File: config.mk
export PLATFORM = sky130hd
export DESIGN_NAME = ewb
export DESIGN_NICKNAME = d
export VERILOG_FILES = /design/src/design/cache_types_pkg.sv /design/src/design/ewb.sv
export VERILOG_INCLUDE_DIRS = /design/src /design/src/design
export SDC_FILE = /design/constraint.sdc
export NUM_CORES = 1
export LEC_CHECK = 0
export BUFFER_PORTS_ARGS = -buffer_cell sky130_fd_sc_hd__buf_2
export CAP_MARGIN = 40
export CORE_AREA = 2 2 343 345
export CTS_BUF_LIST = sky130_fd_sc_hd__clkbuf_8
export CTS_CLUSTER_DIAMETER = 120
export DETAILED_ROUTE_END_ITERATION = 8
export DIE_AREA = 0 0 345 347
export PLACE_DENSITY = 0.42
export SLEW_MARGIN = 20
export SYNTH_ARGS = -nofsm -noshare
export SYNTH_HDL_FRONTEND = slang
export SYNTH_SLANG_ARGS = --single-unit
File: constraint.sdc
create_clock -name clk -period 25.2 [get_ports clk]
set_input_delay 5.04 -clock clk [delete_from_list [all_inputs] [get_ports clk]]
set_output_delay 5.04 -clock clk [all_outputs]
set_load 0.03 [all_outputs]
File: src/design/l2_cache_config.svh
/*
 * L2 cache build configuration
 * Address width, line offset, set index and eviction buffer depth.
 * Way count is fixed at 4 by the 3-bit pseudo-LRU tree.
 */
`default_nettype none

`ifndef L2_CACHE_CONFIG_SVH
`define L2_CACHE_CONFIG_SVH

`define L2_ADDR_BITS   32 // Byte address width
`define L2_OFFSET_BITS 5  // 32-byte lines
`define L2_INDEX_BITS  3  // 8 sets
`define L2_EWB_DEPTH   2  // Eviction write buffer entries

`endif

`default_nettype wire

File: src/design/cache_types_pkg.sv
/*
 * Cache datapath types
 * Vector typedefs for addresses, tags, set indexes, lines, ways and
 * the per-set pseudo-LRU tree, derived from the build configuration.
 */
`include "l2_cache_config.svh"
`default_nettype none

package cache_types_pkg;

    localparam int TAG_BITS  = `L2_ADDR_BITS - `L2_OFFSET_BITS - `L2_INDEX_BITS;
    localparam int LINE_BITS = 8 << `L2_OFFSET_BITS;
    localparam int NUM_WAYS  = 4;
    localparam int NUM_SETS  = 1 << `L2_INDEX_BITS;

    typedef logic [`L2_ADDR_BITS-1:0]  addr_t;
    typedef logic [TAG_BITS-1:0]       tag_t;
    typedef logic [`L2_INDEX_BITS-1:0] index_t;
    typedef logic [LINE_BITS-1:0]      line_t;
    typedef logic [1:0]                way_t;
    typedef logic [2:0]                plru_t; // Root, left pair, right pair

endpackage

`default_nettype wire

File: src/design/ewb.sv
/*
 * Eviction write buffer
 * Circular FIFO of dirty victim lines waiting for write-back, with an
 * associative lookup by line address where the newest match wins.
 */
`timescale 1ns/10ps
`include "l2_cache_config.svh"
`default_nettype none

module ewb (
    input  wire                         clk,
    input  wire                         rst_n_i,
    input  wire                         push_i,
    input  wire                         pop_i,
    input  wire cache_types_pkg::addr_t push_addr_i,
    input  wire cache_types_pkg::line_t push_data_i,
    input  wire cache_types_pkg::addr_t lookup_addr_i,
    output logic                        empty_o,
    output logic                        full_o,
    output logic                        lookup_hit_o,
    output cache_types_pkg::line_t      lookup_data_o,
    output cache_types_pkg::addr_t      head_addr_o,
    output cache_types_pkg::line_t      head_data_o
);

    localparam int DEPTH    = `L2_EWB_DEPTH;
    localparam int PTR_BITS = (DEPTH > 1) ? $clog2(DEPTH) : 1;

    cache_types_pkg::addr_t entry_addr [DEPTH];
    cache_types_pkg::line_t entry_data [DEPTH];
    logic [PTR_BITS-1:0]    head_ptr;
    logic [PTR_BITS-1:0]    tail_ptr;
    logic [PTR_BITS:0]      count;

    function automatic logic [PTR_BITS-1:0] ptr_inc(input logic [PTR_BITS-1:0] ptr);
        return (int'(ptr) == DEPTH - 1) ? '0 : ptr + 1'b1;
    endfunction

    assign empty_o     = (count == 0);
    assign full_o      = (count == DEPTH);
    assign head_addr_o = entry_addr[head_ptr];
    assign head_data_o = entry_data[head_ptr];

    // Walk from oldest to newest so a later match overrides
    always_comb begin
        int slot;
        lookup_hit_o  = 1'b0;
        lookup_data_o = entry_data[head_ptr];
        for (int k = 0; k < DEPTH; k++) begin
            slot = (int'(head_ptr) + k) % DEPTH;
            if ((k < int'(count)) &&
                (entry_addr[slot][`L2_ADDR_BITS-1:`L2_OFFSET_BITS] ==
                 lookup_addr_i[`L2_ADDR_BITS-1:`L2_OFFSET_BITS])) begin
                lookup_hit_o  = 1'b1;
                lookup_data_o = entry_data[slot];
            end
        end
    end

    always_ff @(posedge clk or negedge rst_n_i) begin
        if (!rst_n_i) begin
            head_ptr <= '0;
            tail_ptr <= '0;
            count    <= '0;
        end else begin
            if (push_i) begin
                tail_ptr <= ptr_inc(tail_ptr);
            end
            if (pop_i) begin
                head_ptr <= ptr_inc(head_ptr);
            end
            if (push_i && !pop_i) begin
                count <= count + 1'b1;
            end else if (pop_i && !push_i) begin
                count <= count - 1'b1;
            end
        end
    end

    always_ff @(posedge clk) begin
        if (push_i) begin
            entry_addr[tail_ptr] <= push_addr_i;
            entry_data[tail_ptr] <= push_data_i;
        end
    end

endmodule

`default_nettype wire

# [Word-level counts from Yosys, hierarchy flattened]
# Memory sizes are Yosys's and may differ from the RTL's.
# Cells that the tools add are included.
# Widths: inputs -> output; s select.
[classes] multipliers=0 n_bitwise=0 addsub=5 div_mod_pow=0 reduce_logical=8 shift=0 n_lt_le_gt_ge=2 n_eq_ne=3 muxes=10
[ops] op="$mux 256" n=2
[ops] op="$eq 27x27->1" n=2
[ops] op="$mux 1" n=6
[ops] op="$logic_and 1x1->1" n=4
[ops] op="$lt 1x2->1 const A" n=2
[ops] op="$mux 2" n=2
[ops] op="$add 1x1->1 const B" n=3
[ops] op="$add 2x1->2 const B" n=1
[ops] op="$eq 2x2->1 const B" n=1
[ops] op="$logic_not 1->1" n=2
[ops] op="$logic_not 2->1" n=1
[ops] op="$reduce_bool 2->1" n=1
[ops] op="$sub 2x1->2 const B" n=1
[word_totals] latchBits=0 mem_bits_rw=576 mem_count=2 mem_bits_ro=0 wordCells=33 inputBits=324 ff_bits=4
[mem_list] memory="entry_data" words=2 width=256 read_ports=2 rd_ports_with_merged_regs=0 wr=1 line_no="ewb.sv:30" rtl="cache_types_pkg::line_t entry_data [DEPTH];"
[mem_list] memory="entry_addr" words=2 width=32 read_ports=2 rd_ports_with_merged_regs=0 wr=1 line_no="ewb.sv:29" rtl="cache_types_pkg::addr_t entry_addr [DEPTH];"

# [Logic depth before layout (Yosys ltp)]
# An unclocked memory read counts as a cell.
[logic_depth] word_depth=5 depth_mapped=11 depth_no_buf=7

# [Worst setup path before layout]
# No wires, ideal clock.
[synth_path] path_type="input-to-reg" startpoint="input push_i" endpoint="memory entry_addr[0][0] (netlist name), enable pin" setup_ns=0.977 cell_stages=1 arrival_ns=17.422 setup_slack_ns=6.800 required_time_ns=24.223 cell_sequence="nor2b_1"
[synth_between] elab_chain_len=2
[synth_rtl] element="start, declared" line_no="ewb.sv:13" rtl="input wire push_i,"
[synth_rtl] element="$mux 1" line_no="ewb.sv:81" rtl="if (push_i) begin"
[synth_rtl] element="$mux 1 (implied by the code)" line_no="ewb.sv:82" rtl="entry_addr[tail_ptr] <= push_addr_i;"
[synth_rtl] element="end, declared" line_no="ewb.sv:29"
# Every way passes these cells.

# [Worst setup path after layout]
[layout_path] startpoint="input lookup_addr_i[30]" endpoint="output lookup_data_o[145]"
[layout_between] elab_chain_len=3
[layout_rtl] element="start, declared" line_no="ewb.sv:17" rtl="input wire cache_types_pkg::addr_t lookup_addr_i,"
[layout_rtl] element="$eq 27x27->1" line_no="ewb.sv:52" rtl="(entry_addr[slot][`L2_ADDR_BITS-1:`L2_OFFSET_BITS] =="
[layout_rtl] element="$logic_and 1x1->1" line_no="ewb.sv:51" rtl="if ((k < int'(count)) &&"
[layout_rtl] element="$mux 256" line_no="ewb.sv:51"
[layout_rtl] element="end, declared" line_no="ewb.sv:21" rtl="output cache_types_pkg::line_t lookup_data_o,"
# Every way passes these cells.

==> metrics.sh <==
SYNTH_ASYNC_SR_FLOP_SHARE_PCT=0.690
IOS=871
STATIC-LEAKAGE-POWER_nW=15.7
NUMBER_OF_DETAILED_ROUTE_ITERATIONS_IN_THE_FIRST_PASS=5
TOTAL_NUMBER_OF_VIAS=27072
WORST_EP_REQUIRED_TIME_NS=20.16
CRITICAL_PATH_CLASS='in -> out'
RUN_STATUS='finished clean'
SYNTHTOLAYOUTAREAGROWTH_PCT=25.7
CLOCK_POWER_SHARE_PCT=16.7
DRIVE_ABOVE_1_SHARE_PCT=28.0
DESIGN.CORE.AREA_UM2=116000
FINAL-SETUP-VIOL-COUNT=0
TIMING.CRITICAL_PATH.TO_TYPE='output pin'
DIE_WIDTH_UM=345
TIMING_WORST_SLEW_PIN_VALUE_NS=1.15
LAYOUT_SETUP_WS_NS=11.04
SYNTHESIS.AREA_UM2=30900
CRITPATHARRIVALTIME_NS=9.12
CTS.SINK_COUNT=580
GRT_OVERFLOW=0
FMAX_GHz=0.0706
PLACEMENT.SETUP.WORST_SLACK_NS=10.95
CELLINTERNALPOWER_mW=2.48
SYNTH_EDF_COUNT=576
ROWS=125
SWITCHING_SHARE_PCT=50.8
SEQ_AREA_FRAC_SYNTH_PCT=56.2
PIN_COUNT_OF_THE_BIGGEST_NET_ENTERING_GLOBAL_ROUTING=212
POWER.IR.VDD_WORST_mV=0.0732
TRITONCTS_CLOCK_TREE='done'
NUMBER_OF_INSTANCES_IN_THE_SYNTHESIZED_NETLIST=3079
SETUP-TNS-FINAL_NS=0
HP-CLASS='reg -> reg'
BUFS_ON_LONGEST_CLOCK_PATH=3
ROUTE.DETAILED.VIAS_PER_INST=4.97
WORSTHOLDPATHCELLS=1
ANTENNA_FOUND_INITIAL=43
YS.FLOP_TYPE='edfxtp_1'
FINALWEIGHTEDCONGESTION=0.813
DIEHEIGHT_UM=347
DRT-TOTAL-WL_UM=121000
ANTENNA_NETS_POST_ROUTE=0
CLK_LATENCY_NS=0.74
DETAILEDROUTE.FIRSTITERATIONVIOLATIONS=1767
FLOORPLAN.INITIALDENSITY_PCT=26.7
MAXSLEWVIOLCOUNT=0
POWER.SWITCHING_mW=2.56
FP.DIEAREA_UM2=120000
FIN_CRIT_SH_PCT=56.2
RSZ_0062_RAISED_AFTER_GLOBAL_ROUTING='no'
NUMBER_OF_MAXIMUM_CAPACITANCE_CONSTRAINT_VIOLATIONS=0
CTS_MADE_BUFFERS=111
CELLPOWERDENSITY_nW_PER_UM2=130
WORST-R2R-CELL-COUNT=4
PLACEMENT.IO_BUFFERS=865
HOLD_VIOL_FINAL=0
CRITPATHMAXFANOUT=72
FIRST_PASS_GRT_WIRE_LENGTH_UM=175000
COUNT_OF_INSTANCES_RESIZED_AFTER_THE_CLOCK_TREE_IS_BUILT=0
SYN_AREA_PER_CELL_UM2=10.0
YS_TYPES=34
DP.FINAL_HPWL_UM=80100
ROUTE.DETAILED.WL_PER_INST_UM=22.2
POWER.SEQUENTIAL.FRACTION_PCT=27.6
GRT_UTIL_ALL_LAYERS_PCT=19.3
DPL-INSTANCE-AREA_UM2=36800
YS_FF_LATCH=580
START_KIND='input port'
CTSROOTBUFFERMASTER='clkbuf_8'
CLK_PIN_SLEW_WORST_PATHS_NS=0.06
TIMING.FINAL.CRIT_PERIOD_NS=14.16
WORST_SLACK_ON_HOLD_PATHS_NS=0.520
FIRST_GLOBAL_VIAS=25995
SYNTH.NET_COUNT=3407
CTS_MAX_LEVEL=3
NUMBER_OF_HOLD_BUFFERS_ADDED_AFTER_CTS=0
SYNTH_WARNINGS=0
DRC=0
P_COMB_SHARE_PCT=55.7
POST-ROUTE-CELL-AREA_UM2=38900
SLEW-LIMIT-HEADROOM_PCT=23.6
FILLER_CELL_COUNT=12153
FINAL.SETUP_SKEW_NS=0.0225
CTS_SETUP_BUFFERS=0
NUM-NETS-FINAL=4156
==> power by group through the flow <==
stage / logic (mW) / registers (mW) / clock network [mW]
5_1_grt: 3.00 / 1.41 / 0.912
2_1_floorplan: 1.92 / 1.46 / 0
4_1_cts: 2.83 / 1.39 / 0.876
3_3_place_gp: 2.78 / 1.41 / 0
3_5_place_dp: 2.83 / 1.41 / 0
6_report: 2.81 / 1.39 / 0.842
==> cell families after synthesis <==
group	after synthesis	synth area share, %
compound gates	1025	22.8
simple gates	803	9.99
flops	580	56.2
buf+inv	553	7.18
mux	60	2.07
xor+xnor	54	1.53
fa+ha+maj	4	0.162
==> worst paths after layout <==
path	startpoint	slack, ns	to
worst max-delay path	lookup_addr_i[30]	11.04	lookup_data_o[145]
worst max register to register	tail_ptr	22.07	entry_data[1][128]
worst min-delay path	count[0]	0.52	count[0]
max in group asynchronous	rst_n_i	20.95	head_ptr
min in group asynchronous	rst_n_i	4.10	tail_ptr
worst min register to register	count[0]	0.52	count[0]
==> synth_stat cells, drive strengths merged (27+ instances only) <==
master	instances	area, um2
a311o	256	2560
a21oi	255	1280
a211oi	256	1920
nand2	773	2900
edfxtp	576	17300
buf	96	507
xnor2	31	272
inv	263	987
mux2	33	372
clkbuf	194	728
o21ai	256	1280
mux2i	27	270
==> worst max-delay path, stage by stage <==
cell and delay [ns]:
buf_2 0.12, xnor2_1 0.13, nor4_1 0.69, and3_4 0.65
buf_12 0.28, nand2_8 0.33, buf_4 0.42, buf_12 0.23
buf_4 0.29, buf_12 0.23, a311o_1 0.40, buf_2 0.19
==> state kept, by name (all words and copies together) (netlist names) <==
register	flops
count	2
tail_ptr	1
entry_data	512
head_ptr	1
entry_addr	64
==> layer usage <==
layer	track usage [%]	routed length, um	up-vias
met5	0	241	-
met4	6.43	3590	36
met3	6.21	9330	230
met2	33.9	61000	818
met1	22.0	47100	13142
li1	-	-	12846
==> area by class of cell <==
cell class	instances	area [um2]	share of cell area (%)
clock buffer	120	1650	4.25
timing repair buffer	926	5230	13.4
sequential	580	17400	44.7
multi-input combinational	1946	11400	29.2
inverter	263	995	2.56
tap	1524	1910	4.90
clock inverter	77	310	0.798
antenna	16	40.0	0.103
==> stage by stage <==
step | utilization [%] | cells | power [mW]
final | 33.6 | 5452 | 5.04
after CTS | 33.5 | 5432 | 5.10
after global placement | 31.4 | 5216 | 4.19
after global routing | 33.6 | 5448 | 5.33
after floorplan | - | 3079 | 3.37
after detailed placement | 31.8 | 5235 | 4.23
==> placed cells by master (no fill, tap or decap), drive strengths merged <==
cell	netlist	final
o21ai	256	256
ha	4	4
and4	1	1
clkinv	0	20
nor4	10	10
diode	0	16
nand2b	1	1
o211a	1	1
dfrtp	4	4
xnor2	31	31
nor2b	1	1
mux2	33	33
edfxtp	576	576
a21oi	255	255
nand3	1	1
nor4bb	1	1
nand4b	3	3
inv	263	318
xor2	23	23
nor2	8	8
and2	1	1
clkinvlp	0	2
nand4	2	2
clkbuf	194	120
o41ai	1	1
and3	1	1
a311o	256	256
a211oi	256	256
buf	96	926
nand2	773	773
mux2i	27	27
(Power assumes the default switching activity.)
