===== src/design/l2_cache_config.svh =====
/*
 * L2 cache build configuration
 * Address width, line offset, set index and eviction buffer depth.
 * Way count is fixed at 4 by the 3-bit pseudo-LRU tree.
 */
`default_nettype none

`ifndef L2_CACHE_CONFIG_SVH
`define L2_CACHE_CONFIG_SVH

`define L2_ADDR_BITS   32 // Byte address width
`define L2_OFFSET_BITS 5  // 32-byte lines
`define L2_INDEX_BITS  3  // 8 sets
`define L2_EWB_DEPTH   2  // Eviction write buffer entries

`endif

`default_nettype wire


===== src/design/cache_ctrl_pkg.sv =====
/*
 * Cache controller types
 * Controller state encoding and the data-array write source select.
 */
`include "l2_cache_config.svh"
`default_nettype none

package cache_ctrl_pkg;

    typedef enum logic [2:0] {
        IDLE,
        CHECK,
        EVICT,
        FETCH,
        DRAIN
    } ctrl_state_t;

    typedef enum logic {
        FROM_CLIENT,
        FROM_MEMORY
    } data_sel_t;

endpackage

`default_nettype wire


===== src/design/cache_types_pkg.sv =====
/*
 * Cache datapath types
 * Vector typedefs for addresses, tags, set indexes, lines, ways and
 * the per-set pseudo-LRU tree, derived from the build configuration.
 */
`include "l2_cache_config.svh"
`default_nettype none

package cache_types_pkg;

    localparam int TAG_BITS  = `L2_ADDR_BITS - `L2_OFFSET_BITS - `L2_INDEX_BITS;
    localparam int LINE_BITS = 8 << `L2_OFFSET_BITS;
    localparam int NUM_WAYS  = 4;
    localparam int NUM_SETS  = 1 << `L2_INDEX_BITS;

    typedef logic [`L2_ADDR_BITS-1:0]  addr_t;
    typedef logic [TAG_BITS-1:0]       tag_t;
    typedef logic [`L2_INDEX_BITS-1:0] index_t;
    typedef logic [LINE_BITS-1:0]      line_t;
    typedef logic [1:0]                way_t;
    typedef logic [2:0]                plru_t; // Root, left pair, right pair

endpackage

`default_nettype wire


===== src/design/l2_cache_control.sv =====
/*
 * L2 cache controller
 * Sequences hits, buffer-served reads, evictions into the write buffer,
 * line refills and write buffer drains to physical memory.
 */
`timescale 1ns/10ps
`default_nettype none

module l2_cache_control (
    input  wire                         clk,
    input  wire                         rst_n_i,
    input  wire                         mem_read_i,
    input  wire                         mem_write_i,
    input  wire                         hit_i,
    input  wire cache_types_pkg::way_t  hit_way_i,
    input  wire cache_types_pkg::way_t  victim_way_i,
    input  wire                         victim_valid_i,
    input  wire                         victim_dirty_i,
    input  wire                         ewb_hit_i,
    input  wire                         ewb_empty_i,
    input  wire                         ewb_full_i,
    input  wire                         pmem_resp_i,
    output logic                        mem_resp_o,
    output logic                        ewb_serve_o,
    output logic                        pmem_read_o,
    output logic                        pmem_write_o,
    output logic                        drain_sel_o,
    output logic                        ewb_push_o,
    output logic                        ewb_pop_o,
    output logic                        tag_load_o,
    output logic                        valid_load_o,
    output logic                        dirty_load_o,
    output logic                        dirty_value_o,
    output logic                        data_load_o,
    output cache_ctrl_pkg::data_sel_t   data_sel_o,
    output logic                        plru_load_o,
    output cache_types_pkg::way_t       way_sel_o
);

    cache_ctrl_pkg::ctrl_state_t state, state_next;

    always_ff @(posedge clk or negedge rst_n_i) begin
        if (!rst_n_i) begin
            state <= cache_ctrl_pkg::IDLE;
        end else begin
            state <= state_next;
        end
    end

    always_comb begin
        state_next    = state;
        mem_resp_o    = 1'b0;
        ewb_serve_o   = 1'b0;
        pmem_read_o   = 1'b0;
        pmem_write_o  = 1'b0;
        drain_sel_o   = 1'b0;
        ewb_push_o    = 1'b0;
        ewb_pop_o     = 1'b0;
        tag_load_o    = 1'b0;
        valid_load_o  = 1'b0;
        dirty_load_o  = 1'b0;
        dirty_value_o = 1'b0;
        data_load_o   = 1'b0;
        data_sel_o    = cache_ctrl_pkg::FROM_CLIENT;
        plru_load_o   = 1'b0;
        way_sel_o     = victim_way_i;

        case (state)
            cache_ctrl_pkg::IDLE: begin
                if (mem_read_i || mem_write_i) begin
                    state_next = cache_ctrl_pkg::CHECK;
                end else if (!ewb_empty_i) begin
                    state_next = cache_ctrl_pkg::DRAIN; // Background write-back
                end
            end
            cache_ctrl_pkg::CHECK: begin
                way_sel_o = hit_way_i;
                if (!(mem_read_i || mem_write_i)) begin
                    state_next = cache_ctrl_pkg::IDLE;
                end else if (hit_i) begin
                    mem_resp_o  = 1'b1;
                    plru_load_o = 1'b1;
                    if (mem_write_i) begin
                        data_load_o   = 1'b1;
                        dirty_load_o  = 1'b1;
                        dirty_value_o = 1'b1;
                    end
                    state_next = cache_ctrl_pkg::IDLE;
                end else if (ewb_hit_i && mem_read_i) begin
                    mem_resp_o  = 1'b1; // Served from the write buffer, no allocate
                    ewb_serve_o = 1'b1;
                    state_next  = cache_ctrl_pkg::IDLE;
                end else if (ewb_hit_i) begin
                    state_next = cache_ctrl_pkg::DRAIN; // Stale copy must reach memory first
                end else if (victim_valid_i && victim_dirty_i) begin
                    state_next = cache_ctrl_pkg::EVICT;
                end else begin
                    state_next = cache_ctrl_pkg::FETCH;
                end
            end
            cache_ctrl_pkg::EVICT: begin
                if (ewb_full_i) begin
                    state_next = cache_ctrl_pkg::DRAIN;
                end else begin
                    ewb_push_o = 1'b1;
                    state_next = cache_ctrl_pkg::FETCH;
                end
            end
            cache_ctrl_pkg::FETCH: begin
                pmem_read_o = 1'b1;
                if (pmem_resp_i) begin
                    data_load_o  = 1'b1;
                    data_sel_o   = cache_ctrl_pkg::FROM_MEMORY;
                    tag_load_o   = 1'b1;
                    valid_load_o = 1'b1;
                    dirty_load_o = 1'b1; // Fresh line is clean
                    state_next   = cache_ctrl_pkg::CHECK;
                end
            end
            cache_ctrl_pkg::DRAIN: begin
                pmem_write_o = 1'b1;
                drain_sel_o  = 1'b1;
                if (pmem_resp_i) begin
                    ewb_pop_o  = 1'b1;
                    state_next = cache_ctrl_pkg::IDLE;
                end
            end
            default: begin
                state_next = cache_ctrl_pkg::IDLE;
            end
        endcase
    end

endmodule

`default_nettype wire


===== config.mk =====
export PLATFORM = sky130hd
export DESIGN_NAME = l2_cache_control
export DESIGN_NICKNAME = d
export VERILOG_FILES = /design/src/design/cache_ctrl_pkg.sv /design/src/design/cache_types_pkg.sv /design/src/design/l2_cache_control.sv
export VERILOG_INCLUDE_DIRS = /design/src /design/src/design
export SDC_FILE = /design/constraint.sdc
export NUM_CORES = 1
export LEC_CHECK = 0
export ABC_CLOCK_PERIOD_IN_PS = 2700
export BUFFER_PORTS_ARGS = -buffer_cell sky130_fd_sc_hd__clkbuf_2
export CORE_AREA = 2 2 39 41
export DETAILED_ROUTE_END_ITERATION = 6
export DIE_AREA = 0 0 41 43
export GPL_TIMING_DRIVEN = 1
export HOLD_SLACK_MARGIN = 0.12
export REMOVE_ABC_BUFFERS = 1
export SETUP_SLACK_MARGIN = 0.15
export SYNTH_ARGS = -nofsm -noshare
export SYNTH_HDL_FRONTEND = slang
export SYNTH_SLANG_ARGS = --single-unit

===== constraint.sdc =====
create_clock -name clk -period 2.7 [get_ports clk]
set_input_delay 0 -clock clk [delete_from_list [all_inputs] [get_ports clk]]
set_output_delay 0 -clock clk [all_outputs]
set_load 0.02 [all_outputs]

# ---- Word-level counts from Yosys, hierarchy flattened
# Index checks and enable logic that the tools add are counted.
dict set report op_classes {
  n_eq_ne 7
  n_mux 34
  n_reduce_logical 5
}
# operator n
set op_table {}
lappend op_table {{two-way mux 3 bit} 9}
lappend op_table {{two-way mux 1 bit} 22}
lappend op_table {{case mux 3 bit (5 select lines)} 1}
lappend op_table {{equality test 3 x 2 -> 1 bit, second input constant} 2}
lappend op_table {{inequality test 2 bit, second input constant} 2}
lappend op_table {{equality test 3 x 1 -> 1 bit, second input constant} 1}
lappend op_table {{equality test 3 bit, second input constant} 1}
lappend op_table {{logical NOT 3 bit} 1}
lappend op_table {{inequality test 3 bit, second input constant} 1}
lappend op_table {{AND reduction 3 bit} 1}
lappend op_table {{logical AND 1 bit} 2}
lappend op_table {{two-way mux 2 bit} 1}
lappend op_table {{case mux 1 bit (2 select lines)} 1}
lappend op_table {{logical OR 1 bit} 1}
dict set report totals {
  ff_bits 3
  input_bits 15
  elab_cells 47
}

# ---- Depth between registers and ports, before layout
# Gate-level depths: netlist of run 1.
dict set report depth {
  word_depth 7
  depth_mapped 5
}

# ---- Worst setup path after synthesis of run 1
# OpenSTA, ideal clock, no wires.
dict set report synth_timing {
  kind {register to register}
  start {register state[2]}
  end {register state[1]}
  t_arrival_ns 1.484
  required_time_ns 2.632
  setup_slack_ns 1.148
  path_stages_with_launch 3
  synth_period_minus_slack_ns 1.552
  cell_sequence {dfrtp_1 nor4b_1 a211o_1}
}
dict set report synth_between {
  elab_chain_cells 3
}
# element line
set synth_lines {}
lappend synth_lines {{start, declared} l2_cache_control.sv:40} ;# cache_ctrl_pkg::ctrl_state_t state, state_next;
lappend synth_lines {{start signal, assigned} l2_cache_control.sv:44} ;# state <= cache_ctrl_pkg::IDLE;
lappend synth_lines {{start signal, assigned} l2_cache_control.sv:46} ;# state <= state_next;
lappend synth_lines {{equality test 3 x 2 -> 1 bit, or another cell as far along} l2_cache_control.sv:68} ;# case (state)
lappend synth_lines {{inequality test 2 bit (no source line) or inequality test 3 bit (tied branches)} --}
lappend synth_lines {{AND reduction 3 bit (no source line)} --}
# Several ways; a longest one is shown, not always the timed one.
# A chain may end at the register's enable or synchronous reset.

# ---- Worst setup path after layout of run 1
dict set report layout_timing {
  start {register state[0]}
  end {output data_load_o}
}
dict set report layout_between {
  elab_chain_cells 2
}
# element line
set layout_lines {}
lappend layout_lines {{equality test 3 x 2 -> 1 bit or equality test 3 x 1 -> 1 bit (tied branches)} l2_cache_control.sv:68}
lappend layout_lines {{case mux 1 bit (2 select lines) (*)} l2_cache_control.sv:68}
lappend layout_lines {{end, declared} l2_cache_control.sv:34} ;# output logic data_load_o,
# Every way passes the cells marked *; elsewhere a longest branch is shown, timed or not.

==> flow_metrics.tcl, run 1 <==
set metrics [dict create \
    layout-drive-gt1-share_pct 48.1 \
    min_delay_path_depth 3 \
    drt_wl_total_microns 977 \
    result_of_the_run "finished, final reports clean" \
    rrSetupSlack_ns 1.41 \
    worst_r2r_endpoint "state[2]" \
    clkPwrFrac_pct 16.0 \
    power.share.switching_pct 49.1 \
    final-hold-violation-count 0 \
    place_ws_ns 1.35 \
    grt_first_pass_wirelength_microns 1400 \
    n_antenna_cell 0 \
    power.share.sequential_pct 22.8 \
    worst-r2r-cell-count 3 \
    total_leakage_power_nw 0.338 \
    worst_setup_path_start_kind "flop" \
    vias 431 \
    cts_tree "built" \
    largest_register_ffs 3 \
    synth-seq-cells 3 \
    ys.flop_type "sky130_fd_sc_hd__dfrtp_1" \
    postLayoutCoreUtil_pct 41.0 \
    drt_drc_violations_left 0 \
    cp_data_arrival_time_ns 1.60 \
    rsz0062_at_grt "no" \
    worst_hold_path_type "primary input to flop" \
    power_uw 483 \
    non_filler_cell_area_final_sq_um 568 \
    setup_tns_ns 0 \
    nets 95 \
    fp.dieH_microns 43 \
    final-max-slew-violation-count 0 \
    synth_top_cell_area_share_pct 20.5 \
    layout_top_registers "state x3" \
    reg2reg_from "state[0]" \
    power-per-cell-area_mw_per_mm2 851 \
    synth-edff-count 0 \
    io_buffer_count 30 \
    timing.fmax_ghz 0.623 \
    synthesis.instances 46 \
    filler_cell_count 147 \
    largest_net_degree_at_the_start_of_global_routing 11 \
    core_region_area_sq_mm 0.00138 \
    start_util_pct 26.5 \
    ir_worst_vdd_v 0.000445 \
    drtPass1Iterations 1 \
    drv.max_cap_violation_count 0 \
    number_of_cells_after_detailed_placement 86 \
    cts.hold.buffers_added 5 \
    dr.first_iter.drc_count 0 \
    postCtsResizedCells 0 \
    timing_worst_setup_path_type "flop to primary output" \
    cts.path.max_buffers 2 \
    synth.cell_area_sq_um 367 \
    antenna_violations_before_repair 0 \
    detail-route-antenna-nets 0 \
    transition_time_at_the_pin_with_the_least_slew_margin_ns 0.376 \
    tritoncts.num_buffers 3 \
    yosysTopAreaCell "sky130_fd_sc_hd__dfrtp_1" \
    route.detailed.wl_per_inst_microns 10.3 \
    track_usage_pct 11.7 \
    clock_root_buffer "sky130_fd_sc_hd__clkbuf_4" \
    clock_insertion_delay_worst_skew_ns 0.23 \
    postLayoutSetupSlackWorst_ns 1.10 \
    min_period_over_period_pct 59.4 \
    largest-register "state" \
    syn_area_per_cell_sq_um 7.97 \
    report.final.setup_viol 0 \
    routed_via_density 4.54 \
    ios 31 \
    grt-ovfl-total 0 \
    max_h_tree_level 1 \
    synth.distinct_cells 25 \
    setup.worst_path.end_class "primary output" \
    std_cell_rows 14 \
    final.setup_skew_ns 0.00202 \
    synth-seq-area-share_pct 20.5 \
    post_synth_main_area_contributors "sky130_fd_sc_hd__dfrtp_1 (20%), sky130_fd_sc_hd__buf_4 (12%), sky130_fd_sc_hd__nand2_1 (10%)" \
    yosysWarningCount 0 \
    slew_headroom_pct 74.6 \
    power.share.combinational_pct 61.2 \
    number_of_clock_sinks 3 \
    first_global_vias 358 \
    crit_path_max_fanout 10 \
    min_period_ns 1.60 \
    die_x_microns 41 \
    final_cells 95 \
    placedInstanceArea_sq_um 492 \
    netSwitchingPower_uw 237 \
    worstPathRequired_ns 2.70 \
    area_growth_syn_to_layout_pct 54.9 \
    power.internal_uw 246 \
    worstHoldEndpoint "state[2]" \
    start_point_of_the_worst_min_delay_path "pmem_resp_i" \
    dieArea_sq_mm 0.00176 \
    cts.repair_timing.setup_buffer_count 0 \
    gpl.final_weighted_congestion 0.714 \
    hold-worst-slack_ns 0.139 \
    async_flop_share_pct 100 \
    worst_setup_hold_path_clk_slew_ns 0.04 \
]
[layout by cell type, fill, tap and decap left out, drive strengths merged]
| cell type | instances |
|---|---|
| nor3 | 1 |
| a32o | 1 |
| or2 | 2 |
| dfrtp | 3 |
| nor3b | 1 |
| nor4 | 1 |
| nor2 | 1 |
| and3b | 4 |
| dlygate4sd3 | 5 |
| inv | 1 |
| nand2 | 10 |
| nor4b | 2 |
| clkbuf | 34 |
| and3 | 3 |
| nand2b | 1 |
| a31oi | 1 |
| a211o | 2 |
| o2bb2ai | 1 |
| or3b | 1 |
| a22oi | 1 |
| a21oi | 1 |
| and2 | 2 |
[worst max-delay path: stages (launching register included)]
cell                       delay [ns]
sky130_fd_sc_hd__dfrtp_1         0.48
sky130_fd_sc_hd__nor3b_1         0.37
sky130_fd_sc_hd__and3_2          0.25
sky130_fd_sc_hd__or2_1           0.11
sky130_fd_sc_hd__clkbuf_2        0.16
[per-layer routing]
metal | global-route usage, % | routed length, microns
met4 | 10.0 | 0
met1 | 13.6 | 438
met2 | 18.4 | 466
met3 | 0 | 72
met5 | 0 | 0
[power by group through the flow]
stage	registers (mW)	clock network, mW	logic, mW
5_1_grt	0.114	0.0835	0.325
2_1_floorplan	0.0981	0	0.206
3_3_place_gp	0.104	0	0.290
3_5_place_dp	0.109	0	0.292
4_1_cts	0.108	0.0830	0.298
6_report	0.110	0.0774	0.296
[worst max path at each step]
stage,startpoint,endpoint,slack (ns),cells after the start
finish,state[0],data_load_o,1.10,4
global route,state[0],data_load_o,0.98,4
global placement,state[1],dirty_load_o,1.39,4
CTS,state[0],data_load_o,1.09,4
floorplan,state[2],state[1],1.15,2
detailed placement,state[0],data_load_o,1.35,4
[synth_stat cells, types with 2 or more instances]
library cell,count
sky130_fd_sc_hd__buf_4,6
sky130_fd_sc_hd__dfrtp_1,3
sky130_fd_sc_hd__nand2_1,10
sky130_fd_sc_hd__and3b_1,4
sky130_fd_sc_hd__and3_1,2
sky130_fd_sc_hd__a211o_1,2
[logic make-up (layout without fill, tap and decap cells)]
group	after synthesis	after routing	synth area share, %
buffers and inverters	7	40	13.3
and+or+nand+nor	29	29	51.2
AOI/OAI and AO/OA	7	7	15.0
DFF	3	3	20.5
[layout make-up]
type                            instances  area [sq um]  share of cell area, %
Inverter                                1          3.75                  0.661
Timing Repair Buffer                   35           200                   35.2
Sequential cell                         3          75.1                   13.2
Multi-Input combinational cell         36           243                   42.7
Tap cell                               16          20.0                   3.52
Clock buffer                            4          26.3                   4.63
No activity file was read; power rests on OpenSTA's default activity.
==> inputs of run 2 (changes only) <==
Settings changed: ABC_AREA set to 1, ABC_CLOCK_PERIOD_IN_PS 2700 to 1600.
Clock period 2.7 ns to 1.6 ns, I/O delays scaled along.
==> run 2 against run 1 <==
Compared with the run above:
- total power increased by 81%
- area after synthesis grew 0.34%
- wire length grew 8.1%
- final cell count up 27%
- highest routed layer unchanged
- largest power group unchanged
- clock-buffer cell count is the same
- setup slack got worse by 0.85 ns
- sequential share of layout area is 0.53 points lower
- critical path type unchanged
==> flow_metrics.tcl, run 2 <==
set metrics [dict create \
    track_usage_pct 13.9 \
    worst_hold_path_type "primary input to flop" \
    min_period_over_period_pct 84.4 \
    routed_via_density 4.22 \
    cts.repair_timing.setup_buffer_count 0 \
    final_cells 121 \
    number_of_clock_sinks 3 \
    ios 31 \
    cp_data_arrival_time_ns 1.35 \
    cts_tree "built" \
    clock_insertion_delay_worst_skew_ns 0.23 \
    detail-route-antenna-nets 0 \
    layout_top_registers "state x3" \
    synthesis.instances 70 \
    post_synth_mux_area_share_pct 0 \
    dp.final_hpwl_microns 855 \
    layout.cells.most_common "sky130_fd_sc_hd__clkbuf_2" \
    async_flop_share_pct 100 \
    start_util_pct 26.6 \
    fp.dieH_microns 43 \
    placedInstanceArea_sq_um 508 \
    first_global_vias 469 \
    transition_time_at_the_pin_with_the_least_slew_margin_ns 0.364 \
    synth-edff-count 0 \
    largest-register "state" \
    dr.first_iter.drc_count 4 \
    reg2reg_from "state[0]" \
    core_region_area_sq_mm 0.00138 \
    place_ws_ns 0.391 \
    filler_cell_count 152 \
    post_synth_main_area_contributors "sky130_fd_sc_hd__nand2_1 (22%), sky130_fd_sc_hd__dfrtp_1 (20%), sky130_fd_sc_hd__inv_1 (13%)" \
    route.detailed.wl_per_inst_microns 8.73 \
    worst_setup_path_start_kind "flop" \
    drtPass1Iterations 2 \
    timing.fmax_ghz 0.740 \
    gpl.final_weighted_congestion 0.816 \
    postLayoutCoreUtil_pct 43.5 \
    synth_top_family_by_area "simple AND/OR/NAND/NOR gates" \
    die_x_microns 41 \
    drt_wl_total_microns 1060 \
    synth.distinct_cells 12 \
    drt_drc_violations_left 0 \
    grt-ovfl-total 0 \
    yosys-top-cells-count "sky130_fd_sc_hd__nand2_1 (22), sky130_fd_sc_hd__inv_1 (13), sky130_fd_sc_hd__nor2_1 (11)" \
    result_of_the_run "finished, final reports clean" \
    dieArea_sq_mm 0.00176 \
    timing_worst_setup_path_type "flop to primary output" \
    std_cell_rows 14 \
    worstPathRequired_ns 1.60 \
    simple_gate_share_of_the_synthesized_area_pct 51.0 \
    number_of_cells_after_detailed_placement 112 \
    n_antenna_cell 0 \
    non_filler_cell_area_final_sq_um 602 \
    io_buffer_count 30 \
    postLayoutSetupSlackWorst_ns 0.249 \
    synth_top_cell_area_share_pct 22.4 \
    final-seq-area_sq_um 76.3 \
    largest_register_ffs 3 \
    syn_area_per_cell_sq_um 5.26 \
    synth.cell_area_sq_um 368 \
    synth_compound_gate_area_share_pct 6.12 \
    cts.path.max_buffers 2 \
    vias 511 \
    final.setup_skew_ns 0.00438 \
    slew_headroom_pct 75.6 \
    min_period_ns 1.35 \
    antenna_violations_before_repair 0 \
    start_point_of_the_worst_min_delay_path "ewb_hit_i" \
    worst_setup_hold_path_clk_slew_ns 0.04 \
    yosysWarningCount 0 \
    setup_tns_ns 0 \
    post_synth_fa_ha_maj_area_fraction_pct 0 \
    grt_first_pass_wirelength_microns 1700 \
    critical_path.startpoint "state[2]" \
    drv.max_cap_violation_count 0 \
    report.final.setup_viol 0 \
    ys.flop_type "sky130_fd_sc_hd__dfrtp_1" \
    total_leakage_power_nw 0.383 \
    nets 121 \
    synth-seq-area-share_pct 20.4 \
    area_growth_syn_to_layout_pct 63.6 \
    clock_root_buffer "sky130_fd_sc_hd__clkbuf_4" \
    post_synth_xor_area_fraction_pct 0 \
    tritoncts.num_buffers 3 \
    library_cell_with_the_highest_instance_count_after_synthesis "sky130_fd_sc_hd__nand2_1" \
    ir_worst_vdd_v 0.000793 \
    setup.worst_path.end_class "primary output" \
    final-max-slew-violation-count 0 \
    hold-worst-slack_ns 0.117 \
    yosysTopAreaCell "sky130_fd_sc_hd__nand2_1" \
    max_h_tree_level 1 \
    layout-drive-gt1-share_pct 36.2 \
    largest_net_degree_at_the_start_of_global_routing 7 \
    power_uw 873 \
    rsz0062_at_grt "yes" \
    final-hold-violation-count 0 \
    synth-seq-cells 3 \
    crit_path_max_fanout 5 \
    area_of_the_multi_input_gates_sq_um 221 \
    power-per-cell-area_mw_per_mm2 1450 \
    layout_common_cells "sky130_fd_sc_hd__clkbuf_2 (27), sky130_fd_sc_hd__nand2_1 (22), sky130_fd_sc_hd__inv_1 (13)" \
]
[run 2: cell types whose count changed after synthesis, sizes merged, moves of 3 or more]
cell / previous run / this run
inv: 1 / 14
nand3: 0 / 8
and3b: 4 / 0
nand2: 10 / 22
and3: 3 / 0
nor2: 1 / 13
[run 2: worst paths after layout]
kind	endpoint	slack, ns	cells after the start
min in group asynchronous	state[1]	0.65	3
max	mem_resp_o	0.25	6
min	state[0]	0.12	4
min reg2reg	state[2]	0.63	2
max in group asynchronous	state[2]	0.80	3
max reg2reg	state[2]	0.46	6
[run 2: kinds of logic after synthesis]
logic type             count (synthesis)
DFF                                    3
and+or+nand+nor                       45
buffers and inverters                 18
AOI/OAI and AO/OA                      4
[run 2: critical path, cell delays in order, from the launching register on]
cell	delay, ns
sky130_fd_sc_hd__dfrtp_2	0.43
sky130_fd_sc_hd__inv_2	0.08
sky130_fd_sc_hd__nand2_1	0.08
sky130_fd_sc_hd__nor2_4	0.12
sky130_fd_sc_hd__nand2_1	0.11
sky130_fd_sc_hd__o22ai_1	0.12
sky130_fd_sc_hd__buf_2	0.18
[run 2: routing by layer]
layer / track usage [%] / routed length (microns) / share of wire, % / vias up
met3: 1.57 / 88 / 8.3 / 0
met5: 0 / 0 / 0 / -
li1: - / - / - / 282
met2: 23.4 / 498 / 47 / 21
met4: 6.00 / 0 / 0 / 0
met1: 16.6 / 469 / 44 / 208
[run 2: cell type report]
| cell class | instances | share of cell area (%) |
|---|---|---|
| inverter | 14 | 8.73 |
| multi-input combinational | 49 | 36.8 |
| clock buffer | 4 | 4.37 |
| timing repair buffer | 35 | 34.1 |
| tap | 16 | 3.33 |
| sequential | 3 | 12.7 |
[run 2: timing repair]
item | 4_1_cts | 5_1_grt
hold buffers | 5 | 0
resized for setup | 2 | 6
endpoints found under the setup margin | 2 | 5
cloned | 0 | 0
hold endpoints to repair | 5 | 0
[run 2: power breakdown]
group          internal (mW)  switching, mW
Combinational          0.196          0.381
Clock                 0.0933         0.0365
Sequential             0.113         0.0526
Total                  0.402          0.471
